## src/rtl/lsu_pkg.sv

```systemverilog
// Load/store unit definitions

package lsu_pkg;

  // the ISA fixes these widths
  localparam int xlen      = 32;
  localparam int num_lanes = 4;
  localparam int imm_w     = 12;
  localparam int reg_idx_w = 5;
  localparam int pc_step   = 4;

  typedef logic [xlen-1:0]      word_t;
  typedef logic [num_lanes-1:0] lane_mask_t;
  typedef logic [reg_idx_w-1:0] reg_idx_t;

  // funct3 width and signedness codes for loads and stores
  localparam logic [2:0] f3_byte   = 3'b000;
  localparam logic [2:0] f3_half   = 3'b001;
  localparam logic [2:0] f3_word   = 3'b010;
  localparam logic [2:0] f3_byte_u = 3'b100;
  localparam logic [2:0] f3_half_u = 3'b101;

  // decoded memory operation, op_bad marks an illegal funct3 and store pair
  typedef enum logic [3:0] {
    op_lb,
    op_lh,
    op_lw,
    op_lbu,
    op_lhu,
    op_sb,
    op_sh,
    op_sw,
    op_bad
  } lsu_op_e;

  // one bus word, seen either as byte lanes or as halfword lanes
  typedef union packed {
    logic [num_lanes-1:0][7:0]     bytes;
    logic [num_lanes/2-1:0][15:0]  halves;
  } mem_word_u;

endpackage

```

## src/rtl/lsu_op_if.sv

```systemverilog
// Held memory operation

`timescale 1ns/1ps

interface lsu_op_if;

  // decoded kind of the operation in flight
  lsu_pkg::lsu_op_e kind;

  // full effective address, low bits still present for lane selection
  lsu_pkg::word_t addr;

  // rs2 value as captured, before lane placement
  lsu_pkg::word_t store_data;

  // high from capture until the result has been taken
  logic held;

  modport ctrl (
    output kind,
    output addr,
    output store_data,
    output held
  );

  modport lanes (
    input kind,
    input addr,
    input store_data,
    input held
  );

endinterface

```

## src/rtl/lsu_access_ctrl.sv

```systemverilog
// Load/store access controller

`timescale 1ns/1ps

module lsu_access_ctrl (
  input  logic                            clk,
  input  logic                            rst,

  input  logic                            in_valid,
  output logic                            in_ready,
  input  lsu_pkg::word_t                  in_pc,
  input  logic [2:0]                      in_funct3,
  input  logic                            in_store,
  input  lsu_pkg::word_t                  in_rs1_data,
  input  lsu_pkg::word_t                  in_rs2_data,
  input  logic [lsu_pkg::imm_w-1:0]       in_imm,
  input  lsu_pkg::reg_idx_t               in_rd,

  output logic                            bus_req,
  input  logic                            bus_ack,
  output logic                            bus_write,
  output lsu_pkg::word_t                  bus_addr,
  output lsu_pkg::lane_mask_t             bus_rd_mask,
  output lsu_pkg::lane_mask_t             bus_wr_mask,
  output lsu_pkg::word_t                  bus_wr_data,

  output logic                            out_valid,
  input  logic                            out_ready,
  output logic                            out_trap,
  output logic                            out_rd_wr,
  output lsu_pkg::reg_idx_t               out_rd,
  output lsu_pkg::word_t                  out_rd_data,
  output lsu_pkg::word_t                  out_pc_next,

  input  lsu_pkg::lane_mask_t             lane_mask,
  input  lsu_pkg::word_t                  wr_data,
  input  lsu_pkg::word_t                  load_data,

  lsu_op_if.ctrl                          op
);

  typedef enum logic [1:0] {
    st_idle,
    st_request,
    st_respond
  } state_e;

  state_e           state;
  lsu_pkg::lsu_op_e dec_kind;
  lsu_pkg::lsu_op_e kind_q;
  lsu_pkg::word_t   eff_addr;
  lsu_pkg::word_t   addr_q;
  lsu_pkg::word_t   data_q;
  logic             capture;
  logic             trap_now;
  logic             is_store;
  logic             is_load;

  // stores only exist for the three signed widths
  always_comb
  begin
    case (in_funct3)
      lsu_pkg::f3_byte:   dec_kind = in_store ? lsu_pkg::op_sb : lsu_pkg::op_lb;
      lsu_pkg::f3_half:   dec_kind = in_store ? lsu_pkg::op_sh : lsu_pkg::op_lh;
      lsu_pkg::f3_word:   dec_kind = in_store ? lsu_pkg::op_sw : lsu_pkg::op_lw;
      lsu_pkg::f3_byte_u: dec_kind = in_store ? lsu_pkg::op_bad : lsu_pkg::op_lbu;
      lsu_pkg::f3_half_u: dec_kind = in_store ? lsu_pkg::op_bad : lsu_pkg::op_lhu;
      default:            dec_kind = lsu_pkg::op_bad;
    endcase
  end

  assign eff_addr = in_rs1_data
                  + {{(lsu_pkg::xlen-lsu_pkg::imm_w){in_imm[lsu_pkg::imm_w-1]}}, in_imm};

  // an illegal op or a misaligned PC never reaches the bus
  assign trap_now = (dec_kind == lsu_pkg::op_bad) || (in_pc[1:0] != 2'b00);

  assign in_ready = (state == st_idle);
  assign capture  = in_valid && in_ready;

  assign is_store = (kind_q inside {lsu_pkg::op_sb, lsu_pkg::op_sh, lsu_pkg::op_sw});
  assign is_load  = (kind_q inside {lsu_pkg::op_lb, lsu_pkg::op_lh, lsu_pkg::op_lw,
                                    lsu_pkg::op_lbu, lsu_pkg::op_lhu});

  always_ff @(posedge clk)
  begin
    if (rst)
    begin
      state     <= st_idle;
      out_trap  <= 1'b0;
      out_rd_wr <= 1'b0;
    end
    else
    begin
      case (state)
        st_idle:
        begin
          if (capture)
          begin
            state     <= trap_now ? st_respond : st_request;
            out_trap  <= trap_now;
            out_rd_wr <= 1'b0;
          end
        end
        st_request:
        begin
          if (bus_ack)
          begin
            state     <= st_respond;
            out_rd_wr <= is_load;
          end
        end
        st_respond:
        begin
          if (out_ready)
          begin
            state     <= st_idle;
            out_trap  <= 1'b0;
            out_rd_wr <= 1'b0;
          end
        end
        default:
        begin
          state <= st_idle;
        end
      endcase
    end
  end

  // operation and result payload
  always_ff @(posedge clk)
  begin
    if (capture)
    begin
      kind_q      <= dec_kind;
      addr_q      <= eff_addr;
      data_q      <= in_rs2_data;
      out_rd      <= in_rd;
      out_pc_next <= in_pc + lsu_pkg::pc_step;
      out_rd_data <= '0;
    end
    else if ((state == st_request) && bus_ack)
    begin
      // x0 always reads back as zero
      out_rd_data <= (out_rd == '0) ? '0 : load_data;
    end
  end

  assign op.kind       = kind_q;
  assign op.addr       = addr_q;
  assign op.store_data = data_q;
  assign op.held       = (state != st_idle);

  // request fields come straight from held registers, so they stay stable
  assign bus_req     = (state == st_request);
  assign bus_write   = is_store;
  assign bus_addr    = {addr_q[lsu_pkg::xlen-1:2], 2'b00};
  assign bus_rd_mask = is_store ? '0 : lane_mask;
  assign bus_wr_mask = is_store ? lane_mask : '0;
  assign bus_wr_data = wr_data;

  assign out_valid = (state == st_respond);

endmodule

```

## src/rtl/lsu_load_lanes.sv

```systemverilog
// Load lane extractor

`timescale 1ns/1ps

module lsu_load_lanes (
  lsu_op_if.lanes           op,
  input  lsu_pkg::word_t    rd_word,
  output lsu_pkg::word_t    load_data
);

  lsu_pkg::mem_word_u rd_view;
  logic [7:0]         sel_byte;
  logic [15:0]        sel_half;

  assign rd_view = rd_word;

  // lane picked by the low address bits of the held operation
  assign sel_byte = rd_view.bytes[op.addr[1:0]];
  assign sel_half = rd_view.halves[op.addr[1]];

  always_comb
  begin
    load_data = '0;
    if (op.held)
    begin
      case (op.kind)
        lsu_pkg::op_lb:
        begin
          load_data = {{(lsu_pkg::xlen-8){sel_byte[7]}}, sel_byte};
        end
        lsu_pkg::op_lbu:
        begin
          load_data = {{(lsu_pkg::xlen-8){1'b0}}, sel_byte};
        end
        lsu_pkg::op_lh:
        begin
          load_data = {{(lsu_pkg::xlen-16){sel_half[15]}}, sel_half};
        end
        lsu_pkg::op_lhu:
        begin
          load_data = {{(lsu_pkg::xlen-16){1'b0}}, sel_half};
        end
        lsu_pkg::op_lw:
        begin
          load_data = rd_view;
        end
        // stores and traps return nothing to the register file
        default:
        begin
          load_data = '0;
        end
      endcase
    end
  end

endmodule

```

## src/rtl/lsu_store_lanes.sv

```systemverilog
// Store lane mapper

`timescale 1ns/1ps

module lsu_store_lanes (
  lsu_op_if.lanes                  op,
  output lsu_pkg::lane_mask_t      lane_mask,
  output lsu_pkg::word_t           wr_data
);

  lsu_pkg::mem_word_u wr_word;
  logic [1:0]         offset;

  assign offset = op.addr[1:0];

  // byte lanes touched by the access, used for loads and stores alike
  always_comb
  begin
    lane_mask = '0;
    if (op.held)
    begin
      case (op.kind)
        lsu_pkg::op_lb, lsu_pkg::op_lbu, lsu_pkg::op_sb:
        begin
          lane_mask = lsu_pkg::lane_mask_t'(1) << offset;
        end
        lsu_pkg::op_lh, lsu_pkg::op_lhu, lsu_pkg::op_sh:
        begin
          lane_mask = offset[1] ? 4'b1100 : 4'b0011;
        end
        lsu_pkg::op_lw, lsu_pkg::op_sw:
        begin
          lane_mask = '1;
        end
        default:
        begin
          lane_mask = '0;
        end
      endcase
    end
  end

  // rs2 moves into the addressed lane, the other lanes stay zero
  always_comb
  begin
    wr_word = '0;
    case (op.kind)
      lsu_pkg::op_sb:
      begin
        wr_word.bytes[offset] = op.store_data[7:0];
      end
      lsu_pkg::op_sh:
      begin
        wr_word.halves[offset[1]] = op.store_data[15:0];
      end
      lsu_pkg::op_sw:
      begin
        wr_word = op.store_data;
      end
      default:
      begin
        wr_word = '0;
      end
    endcase
  end

  assign wr_data = wr_word;

endmodule

```

## src/rtl/lsu_top.sv

```systemverilog
// Load/store unit top level

`timescale 1ns/1ps

module lsu_top (
  input  logic                        clk,
  input  logic                        rst,

  input  logic                        in_valid,
  output logic                        in_ready,
  input  lsu_pkg::word_t              in_pc,
  input  logic [2:0]                  in_funct3,
  input  logic                        in_store,
  input  lsu_pkg::word_t              in_rs1_data,
  input  lsu_pkg::word_t              in_rs2_data,
  input  logic [lsu_pkg::imm_w-1:0]   in_imm,
  input  lsu_pkg::reg_idx_t           in_rd,

  output logic                        bus_req,
  input  logic                        bus_ack,
  output logic                        bus_write,
  output lsu_pkg::word_t              bus_addr,
  output lsu_pkg::lane_mask_t         bus_rd_mask,
  output lsu_pkg::word_t              bus_wr_data,
  output lsu_pkg::lane_mask_t         bus_wr_mask,
  input  lsu_pkg::word_t              bus_rd_data,

  output logic                        out_valid,
  input  logic                        out_ready,
  output logic                        out_trap,
  output logic                        out_rd_wr,
  output lsu_pkg::reg_idx_t           out_rd,
  output lsu_pkg::word_t              out_rd_data,
  output lsu_pkg::word_t              out_pc_next
);

  lsu_pkg::lane_mask_t lane_mask;
  lsu_pkg::word_t      wr_data;
  lsu_pkg::word_t      load_data;

  lsu_op_if op_if ();

  lsu_access_ctrl u_ctrl (
    .clk         (clk),
    .rst         (rst),
    .in_valid    (in_valid),
    .in_ready    (in_ready),
    .in_pc       (in_pc),
    .in_funct3   (in_funct3),
    .in_store    (in_store),
    .in_rs1_data (in_rs1_data),
    .in_rs2_data (in_rs2_data),
    .in_imm      (in_imm),
    .in_rd       (in_rd),
    .bus_req     (bus_req),
    .bus_ack     (bus_ack),
    .bus_write   (bus_write),
    .bus_addr    (bus_addr),
    .bus_rd_mask (bus_rd_mask),
    .bus_wr_mask (bus_wr_mask),
    .bus_wr_data (bus_wr_data),
    .out_valid   (out_valid),
    .out_ready   (out_ready),
    .out_trap    (out_trap),
    .out_rd_wr   (out_rd_wr),
    .out_rd      (out_rd),
    .out_rd_data (out_rd_data),
    .out_pc_next (out_pc_next),
    .lane_mask   (lane_mask),
    .wr_data     (wr_data),
    .load_data   (load_data),
    .op          (op_if.ctrl)
  );

  // both lane units work on the held operation in parallel
  lsu_store_lanes u_store_lanes (
    .op        (op_if.lanes),
    .lane_mask (lane_mask),
    .wr_data   (wr_data)
  );

  lsu_load_lanes u_load_lanes (
    .op        (op_if.lanes),
    .rd_word   (bus_rd_data),
    .load_data (load_data)
  );

endmodule

```

## config.mk

```make
export PLATFORM = sky130hd
export DESIGN_NAME = lsu_top
export DESIGN_NICKNAME = d
export VERILOG_FILES = /design/src/rtl/lsu_pkg.sv /design/src/rtl/lsu_op_if.sv /design/src/rtl/lsu_access_ctrl.sv /design/src/rtl/lsu_load_lanes.sv /design/src/rtl/lsu_store_lanes.sv /design/src/rtl/lsu_top.sv
export SDC_FILE = /design/constraint.sdc
export NUM_CORES = 1
export LEC_CHECK = 0
export BUFFER_PORTS_ARGS = -buffer_cell sky130_fd_sc_hd__buf_2
export CAP_MARGIN = 0
export CORE_ASPECT_RATIO = 0.8
export CORE_UTILIZATION = 55
export DETAILED_ROUTE_END_ITERATION = 8
export PLACE_DENSITY = 0.82
export SKIP_LAST_GASP = 1
export SLEW_MARGIN = 30
export SYNTH_ARGS = -nofsm -noshare
export SYNTH_HDL_FRONTEND = slang
export SYNTH_HIERARCHICAL = 1
export SYNTH_SLANG_ARGS = --single-unit
```

## constraint.sdc

```tcl
create_clock -name clk -period 10.3 [get_ports clk]
set_input_delay 1.03 -clock clk [delete_from_list [all_inputs] [get_ports clk]]
set_output_delay 1.03 -clock clk [all_outputs]
set_load 0.1 [all_outputs]
```

==> results of run 1 <==
-- worst paths after layout --
kind	start	endpoint	slack [ns]	cells past startpoint
max	u_ctrl/op.kind[2]$_DFFE_PP_	bus_wr_data[25]	6.40	4
min	u_ctrl/out_rd_wr$_SDFFE_PP0P_	u_ctrl/out_rd_wr$_SDFFE_PP0P_	0.47	2
max reg2reg	u_ctrl/op.kind[0]$_DFFE_PP_	u_ctrl/out_rd_data[0]$_SDFFE_PP0P_	7.77	6
min reg2reg	u_ctrl/out_rd_wr$_SDFFE_PP0P_	u_ctrl/out_rd_wr$_SDFFE_PP0P_	0.47	2
-- per-layer routing --
metal,up-vias,wire length [microns],share of wire [%]
li1,3620,-,-
met1,3608,9610,42
met2,375,11100,49
met3,39,1680,7.3
met4,2,518,2.3
met5,-,11,0.048
-- cell type report --
| class | count | area, sq um |
|---|---|---|
| clock inverters | 14 | 134 |
| flip-flops and latches | 141 | 3870 |
| multi-input cells | 609 | 4240 |
| well taps | 210 | 263 |
| inverters | 11 | 41.3 |
| fillers | 1203 | 4650 |
| diodes | 1 | 2.50 |
| clock buffers | 18 | 429 |
| repair buffers | 302 | 1530 |
-- report_power, final --
part / internal (mW) / switching [mW] / total, mW
logic: 0.126 / 0.405 / 0.531
registers: 0.663 / 0.0248 / 0.688
clock network: 0.337 / 0.254 / 0.591
total: 1.13 / 0.683 / 1.81
-- placed cells by master (no fill, tap or decap), drive strengths merged, types with 6 or more instances in the layout --
| cell type | n |
|---|---|
| buf | 302 |
| edfxtp | 105 |
| nor2 | 78 |
| nand2 | 65 |
| a21oi | 55 |
| xnor2 | 38 |
| dfxtp | 36 |
| a22oi | 32 |
| ha | 32 |
| a221o | 25 |
| o21ai | 23 |
| xor2 | 20 |
| nor2b | 20 |
| clkbuf | 18 |
| a21o | 17 |
| nor3 | 17 |
| inv | 17 |
| nand3 | 16 |
| a22o | 16 |
| nand4 | 15 |
| and2 | 14 |
| mux2i | 12 |
| nand2b | 11 |
| and3 | 10 |
| a211oi | 8 |
| o211ai | 7 |
| a31oi | 6 |
-- metrics by stage --
stage / hold slack (ns) / utilization [%] / setup slack, ns / std cells / area, sq um
floorplan: 0.638 / - / 4.91 / 834 / 8600
global placement: 0.453 / 65.5 / 6.76 / 1272 / 9930
detailed placement: 0.462 / 65.5 / 6.73 / 1272 / 9930
CTS: 0.471 / 69.2 / 6.39 / 1304 / 10500
global route: 0.479 / 69.3 / 6.27 / 1306 / 10500
finish: 0.471 / 69.3 / 6.40 / 1306 / 10500
-- registers in the layout, indices dropped and copies added (netlist names) --
name / flops
u_ctrl/out_trap: 1
u_ctrl/op.store_data: 32
u_ctrl/out_rd_data: 32
u_ctrl/op.addr: 32
u_ctrl/out_rd: 5
u_ctrl/out_rd_wr: 1
u_ctrl/out_pc_next: 32
u_ctrl/op.kind: 4
u_ctrl/state: 2
-- critical path, delay by kind of cell, from the launching register on --
kind	cells	cell delay [ns]
and+or+nand+nor	2	0.79
DFF	1	0.96
buffers and inverters	1	0.43
AOI/OAI and AO/OA	1	0.27
==> results.md, run 1 <==
- The flow ran to the end, and the final reports show no timing, DRC or antenna violations.
- The highest clock frequency the design can meet is 0.256 GHz.
- The post-route netlist has 33.6% of its cells at a drive strength greater than 1.
- For this run, global-route usage on met3 was measured as 6.05%.
- The post-CTS setup repair buffer count is 0.
- The placed wire-length estimate after detailed placement is 16.8 mm.
- The clock slew seen by the registers of the worst setup and hold paths is 0.06 ns.
- In this run the horizontal extent of the chip is 142 microns.
- Summed over all layers, the routed wires come to 23.0 mm.
- The count of warnings emitted by yosys is 6.
- The static leakage is 4.52 nW.
- The post-cts repair resize count is 0.
- The clock latency on the worst-skew pair is 0.42 ns.
- The number of pins exceeding their max-slew limit in the final report is 0.
- Clock tree synthesis found a total of 141 sinks.
- The endpoint arrival time on the critical path is 2.87 ns.
- The minimum clock period after layout is 3.90 ns.
- Across the VDD grid, the largest voltage drop is 0.000128 V.
- The number of setup violations in the final report is 0.
- In this run the power density over the cells is 172 nW/um^2.
- The number of antenna violations at the first check in global routing is 2.
- The category of the critical setup timing path is flip-flop to output pin.
- The most used routing layer in global routing is met2.
- Summing every instance area after synthesis gives 8600 sq um.
- The average instance in the mapped netlist occupies 10.3 sq um.
- Measured against its own limit, the worst slew margin works out to 37.3%.
- The routed layout has 7644 vias.
- The core box area is 15200 sq um.
- For met2 alone, demand over resource in global routing was 46.3%.
- Input and output buffers added on the ports amount to 298.
- Of all nets on the critical path, the largest fanout is 26.
- The number of max-cap violations is 0.
- The total count of hold-check failures in the final report is 0.
- The first detailed-routing pass took 5 iterations.
- Total power for the finished layout comes to 1.81 mW.
- The critical-path cell with the highest stage delay is sky130_fd_sc_hd__edfxtp_1.
- The signal on the critical path passes through nand4bb_1, nor2_1, a221o_1, buf_2.
- After the last flow step, the layout net total stands at 1269.
- The hold-fix buffer count after cts is 0.
- The required time reported for the critical path endpoint is 9.27 ns.
- The first-pass GRT wire length is 35.7 mm.
- In this run the clock root is driven by a sky130_fd_sc_hd__clkbuf_16.
- TritonCTS built the clock tree.
- The number of DRC markers in iteration 0 is 536.
- The pin count of the biggest net entering global routing is 84.
- The largest incremental delay on the critical path is 0.96 ns.
- Once detail routing completed, the nets flagged for antenna violations numbered 0.
- In the routed layout, each cell is associated on average with a via count of 5.85.
- The wire length per cell after detailed routing is 17.6 microns.
- After detailed routing, the number of remaining DRC violations is 0.
- The via count of the first global-routing pass is 7129.
- The slew at the pin with the worst max-slew slack is 0.940 ns.
- STA classifies the critical path startpoint as a flip-flop.
- In this run the core area contains 40 standard-cell rows.
- The H-tree generated during clock tree synthesis spans 4 levels.
- At the end of routability-driven placement, the weighted congestion stood at 0.922.
- After global routing the overflow that remains totals 0.
- The area added between synthesis and finish is 22.3%.
- The clock tree buffer depth is 2.
- The overall die height is 114 microns.
- The clock buffer count from CTS is 17.
- After routing, the total negative slack on setup checks comes to 0 ns.
- The I/O pin total is 301.
- The class of the worst hold path is flip-flop to flip-flop.
- Global routing used 28.4% of the available tracks across all layers.
- Setup repair after global routing left no endpoint under its margin.
- The die covers 16100 sq um.
- The capturing element type of the critical path is an output pin.
- The fraction of the cycle the final worst path needs is 37.9%.
- The fraction of met1 tracks used by global routing is 37.1%.
- The maximum clock skew at final layout is 0.0137 ns.
- Once the floorplan was initialized, standard cells occupied 56.7% of the core.
- The count of mapped cells out of synthesis is 833.
Note: power is estimated with default switching activity, not from simulation.
==> run 2: changes to the inputs <==
--- a/config.mk
+++ b/config.mk
@@ -8,9 +8,9 @@
 export BUFFER_PORTS_ARGS = -buffer_cell sky130_fd_sc_hd__buf_2
 export CAP_MARGIN = 0
 export CORE_ASPECT_RATIO = 0.8
-export CORE_UTILIZATION = 55
+export CORE_UTILIZATION = 51
 export DETAILED_ROUTE_END_ITERATION = 8
-export PLACE_DENSITY = 0.82
+export PLACE_DENSITY = 0.77
 export SKIP_LAST_GASP = 1
 export SLEW_MARGIN = 30
 export SYNTH_ARGS = -nofsm -noshare
==> constraint.sdc (replaced) <==
create_clock -name clk -period 3.95 [get_ports clk]
set_input_delay 0.395 -clock clk [delete_from_list [all_inputs] [get_ports clk]]
set_output_delay 0.395 -clock clk [all_outputs]
set_load 0.1 [all_outputs]
==> run 2 against run 1 <==
Against the previous run: wire length decreased by 3.1%; critical path depth unchanged; clock power increased to 2.6 times the previous value; sequential share of layout area decreased by 0.12 points; worst setup slack got worse by 5.7 ns; cell area increased by 0.32%; hold slack got worse by 0.32 ns; total power increased to 2.6 times the previous value; clock skew decreased by 0.0047 ns.
==> results.md, run 2 (synthesis gave the netlist of run 1 again) <==
- The post-cts repair resize count is 0 (unchanged).
- The number of instances in the placed design was 1283 (+0.86%).
- The placed wire-length estimate after detailed placement is 16.6 mm (-1.1%).
- The number of nets with antenna violations after detailed routing came to 0 (unchanged).
- The I/O pin total came to 301 (unchanged).
- The placement row count is 42 (+5.0%).
- The number of iterations in the first detailed-routing pass is 5 (unchanged).
- The top cell types in the final layout, fill and taps aside, are sky130_fd_sc_hd__buf_2, sky130_fd_sc_hd__edfxtp_1, sky130_fd_sc_hd__nor2_1.
- The clock tree buffer depth is 2 (unchanged).
- The final design area excluding fillers came to 10600 sq um (+0.32%).
- The number of DRC markers in iteration 0 came to 537 (+0.19%).
- The via count is 7421 (-2.9%).
- The level count of the clock H-tree was 4 (unchanged).
- The highest clock frequency the design can meet is 0.309 GHz.
- The number of remaining DRC errors is 0 (unchanged).
- Setup repair after global routing left no endpoint under its margin.
- The clock latency on the worst-skew pair was 0.41 ns (about the same).
- The capturing element type of the critical path is an output pin.
- The worst path in the final design needs a cycle of 3.24 ns, including I/O delays and setup.
- The count of clock tree sinks is 141 (unchanged).
- The critical register-to-register path startpoint is u_ctrl/op.kind[0]$_DFFE_PP_.
- The post-CTS setup repair buffer count is 0 (unchanged).
- The wire length reported by the detailed router is 22.3 mm (-3.1%).
- The maximum clock skew at final layout is 0.00904 ns (-0.00469 ns).
- In this run the worst hold path is classified as input pin to flip-flop.
- The internal power of the cells is 2.99 mW (+170%).
- From synthesis to final layout, the design area changed by 22.7%.
- The wire length per cell after detailed routing is 16.9 microns (-3.9%).
- The post-layout utilization of the core is 63.9% (-5.4 points).
- The instance area at placement is 9960 sq um (+0.33%).
- The net count of the finished layout came to 1270 (+0.079%).
- The core box area is 16500 sq um (+8.8%).
- The sequential share of power is 37.7% (-0.3 points).
- TritonCTS built the clock tree.
- On the critical path, the stage with the largest delay is an instance of sky130_fd_sc_hd__edfxtp_1.
- The total die area is 17400 sq um (+7.7%).
- The number of setup violations in the final report is 0 (unchanged).
- The endpoint arrival time on the critical path came to 2.84 ns (-0.03 ns).
- The critical path goes through and2b_2, nor3_2, a22o_1, buf_2.
- The flow ran to the end, and the final reports show no timing, DRC or antenna violations.
- The clock slew seen by the registers of the worst setup and hold paths is 0.06 ns (about the same).
- The buffering stage count on the worst path with inverters included is 1 (unchanged).
- The required time reported for the critical path endpoint is 3.56 ns (-5.71 ns).
- The starting density of the core was 52.1% (-4.6 points).
- The global-route total usage across every layer came to 25.4% (-3.1 points).
- The library cell used most frequently in the layout, excluding fill and tap cells, is sky130_fd_sc_hd__buf_2.
- The critical path starts at u_ctrl/op.kind[0]$_DFFE_PP_.
- The via density per instance came to 5.63 (-3.7%).
- The tightest slew margin relative to the limit came to 41.1% (+3.8 points).
- The maximum fanout along the worst path is 27 (+3.8%).
- The static leakage is 4.52 nW (+0.19%).
- The overall die height is 118 microns (+3.8%).
- The number of pins exceeding their max-slew limit in the final report is 0 (unchanged).
- STA classifies the critical path startpoint as a flip-flop.
- The hold-fix buffer count after cts is 0 (unchanged).
- The global placer's final weighted congestion was 0.921 (-0.14%).
- The ratio of total power to cell area is 449 nW/um^2 (+160%).
- The final cell count without fillers was 1317 (+0.84%).
- The critical path is of the flip-flop to output pin type.
- The chip width came to 147 microns (+3.8%).
- The largest incremental delay on the critical path came to 0.93 ns (-0.03 ns).
- The summed negative setup slack over all endpoints was 0 ns (unchanged).
- The cell family contributing the most delay on the critical path is flip-flops.
- The pin count of the biggest net entering global routing came to 84 (unchanged).
- The tree is rooted in a sky130_fd_sc_hd__clkbuf_16.
- The share of power burned in the clock network is 32.9% (+0.3 points).
- The net switching share of the total power came to 36.8% (-0.95 points).
- The total count of hold-check failures in the final report came to 0 (unchanged).
- The worst hold path begins at in_rs2_data[4].
- The total of buffers placed on input and output ports is 298 (unchanged).
- The clock buffer count from CTS is 17 (unchanged).
- Dividing the final minimum period by the clock period gives 82.0%.
- The reported net switching power came to 1.74 mW (+160%).
- The number of max-cap violations came to 0 (unchanged).
- The number of antenna violations at the first check in global routing came to 1 (-1).
- The remaining global-route overflow is 0 (unchanged).
- The first-pass GRT wire length was 34.8 mm (-2.5%).
- The combinational share of power is 29.4% (about the same).
- The peak supply drop is 0.000269 V (+110%).
- The via count of the first global-routing pass is 6779 (-4.9%).
- The slew at the pin with the worst max-slew slack is 0.883 ns (-0.0566 ns).
- The fraction of layout instances using a drive strength above 1 is 33.5% (-0.12 points).
-- run 2: cell types whose count changed in the layout (fill, tap and decap cells not counted) --
cell	previous run	this run
sky130_fd_sc_hd__buf_12	0	1
sky130_fd_sc_hd__buf_4	2	3
sky130_fd_sc_hd__buf_8	1	0
sky130_fd_sc_hd__bufinv_16	1	2
sky130_fd_sc_hd__clkbuf_1	1	2
sky130_fd_sc_hd__clkinv_1	1	2
sky130_fd_sc_hd__clkinv_4	2	1
sky130_fd_sc_hd__inv_6	5	4
sky130_fd_sc_hd__inv_8	1	0
-- run 2: through the flow --
step                setup WS [ns]  hold WS, ns  power (mW)
CTS                         0.717        0.132        4.76
finish                      0.711        0.152        4.74
global route                0.545        0.126        4.91
global placement             1.04        0.451        3.18
detailed placement          0.992        0.467        3.20
floorplan                   0.218        0.464        2.92
-- run 2: worst paths after layout --
check	endpoint	slack (ns)	depth (start not counted)
setup / recovery	bus_wr_data[13]	0.71	4
hold reg to reg	u_ctrl/out_rd_wr$_SDFFE_PP0P_	0.47	2
hold / removal	u_ctrl/op.store_data[4]$_DFFE_PP_	0.15	1
setup reg to reg	u_ctrl/out_rd_data[3]$_SDFFE_PP0P_	1.53	6
-- run 2: final cells by class --
cell class	count	area (sq um)
well taps	220	275
clock buffers	19	433
repair buffers	303	1550
diodes	1	2.50
multi-input cells	609	4240
inverters	11	41.3
clock inverters	13	139
flip-flops and latches	141	3870
fillers	1386	5950
-- run 2: power by group through the flow --
stage	clock network, mW	logic [mW]	registers (mW)
global route	1.65	1.46	1.80
global placement	0	1.37	1.82
finish	1.56	1.39	1.79
floorplan	0	0.624	2.30
CTS	1.59	1.38	1.79
detailed placement	0	1.38	1.82
-- run 2: layer usage --
layer | wire length [microns] | vias up | global-route usage, % | part of all wire, %
li1 | - | 3619 | - | -
met1 | 9920 | 3459 | 35.0 | 45
met2 | 10500 | 314 | 39.5 | 47
met3 | 1510 | 29 | 5.41 | 6.8
met4 | 321 | 0 | 8.44 | 1.4
met5 | 0 | - | 0 | 0
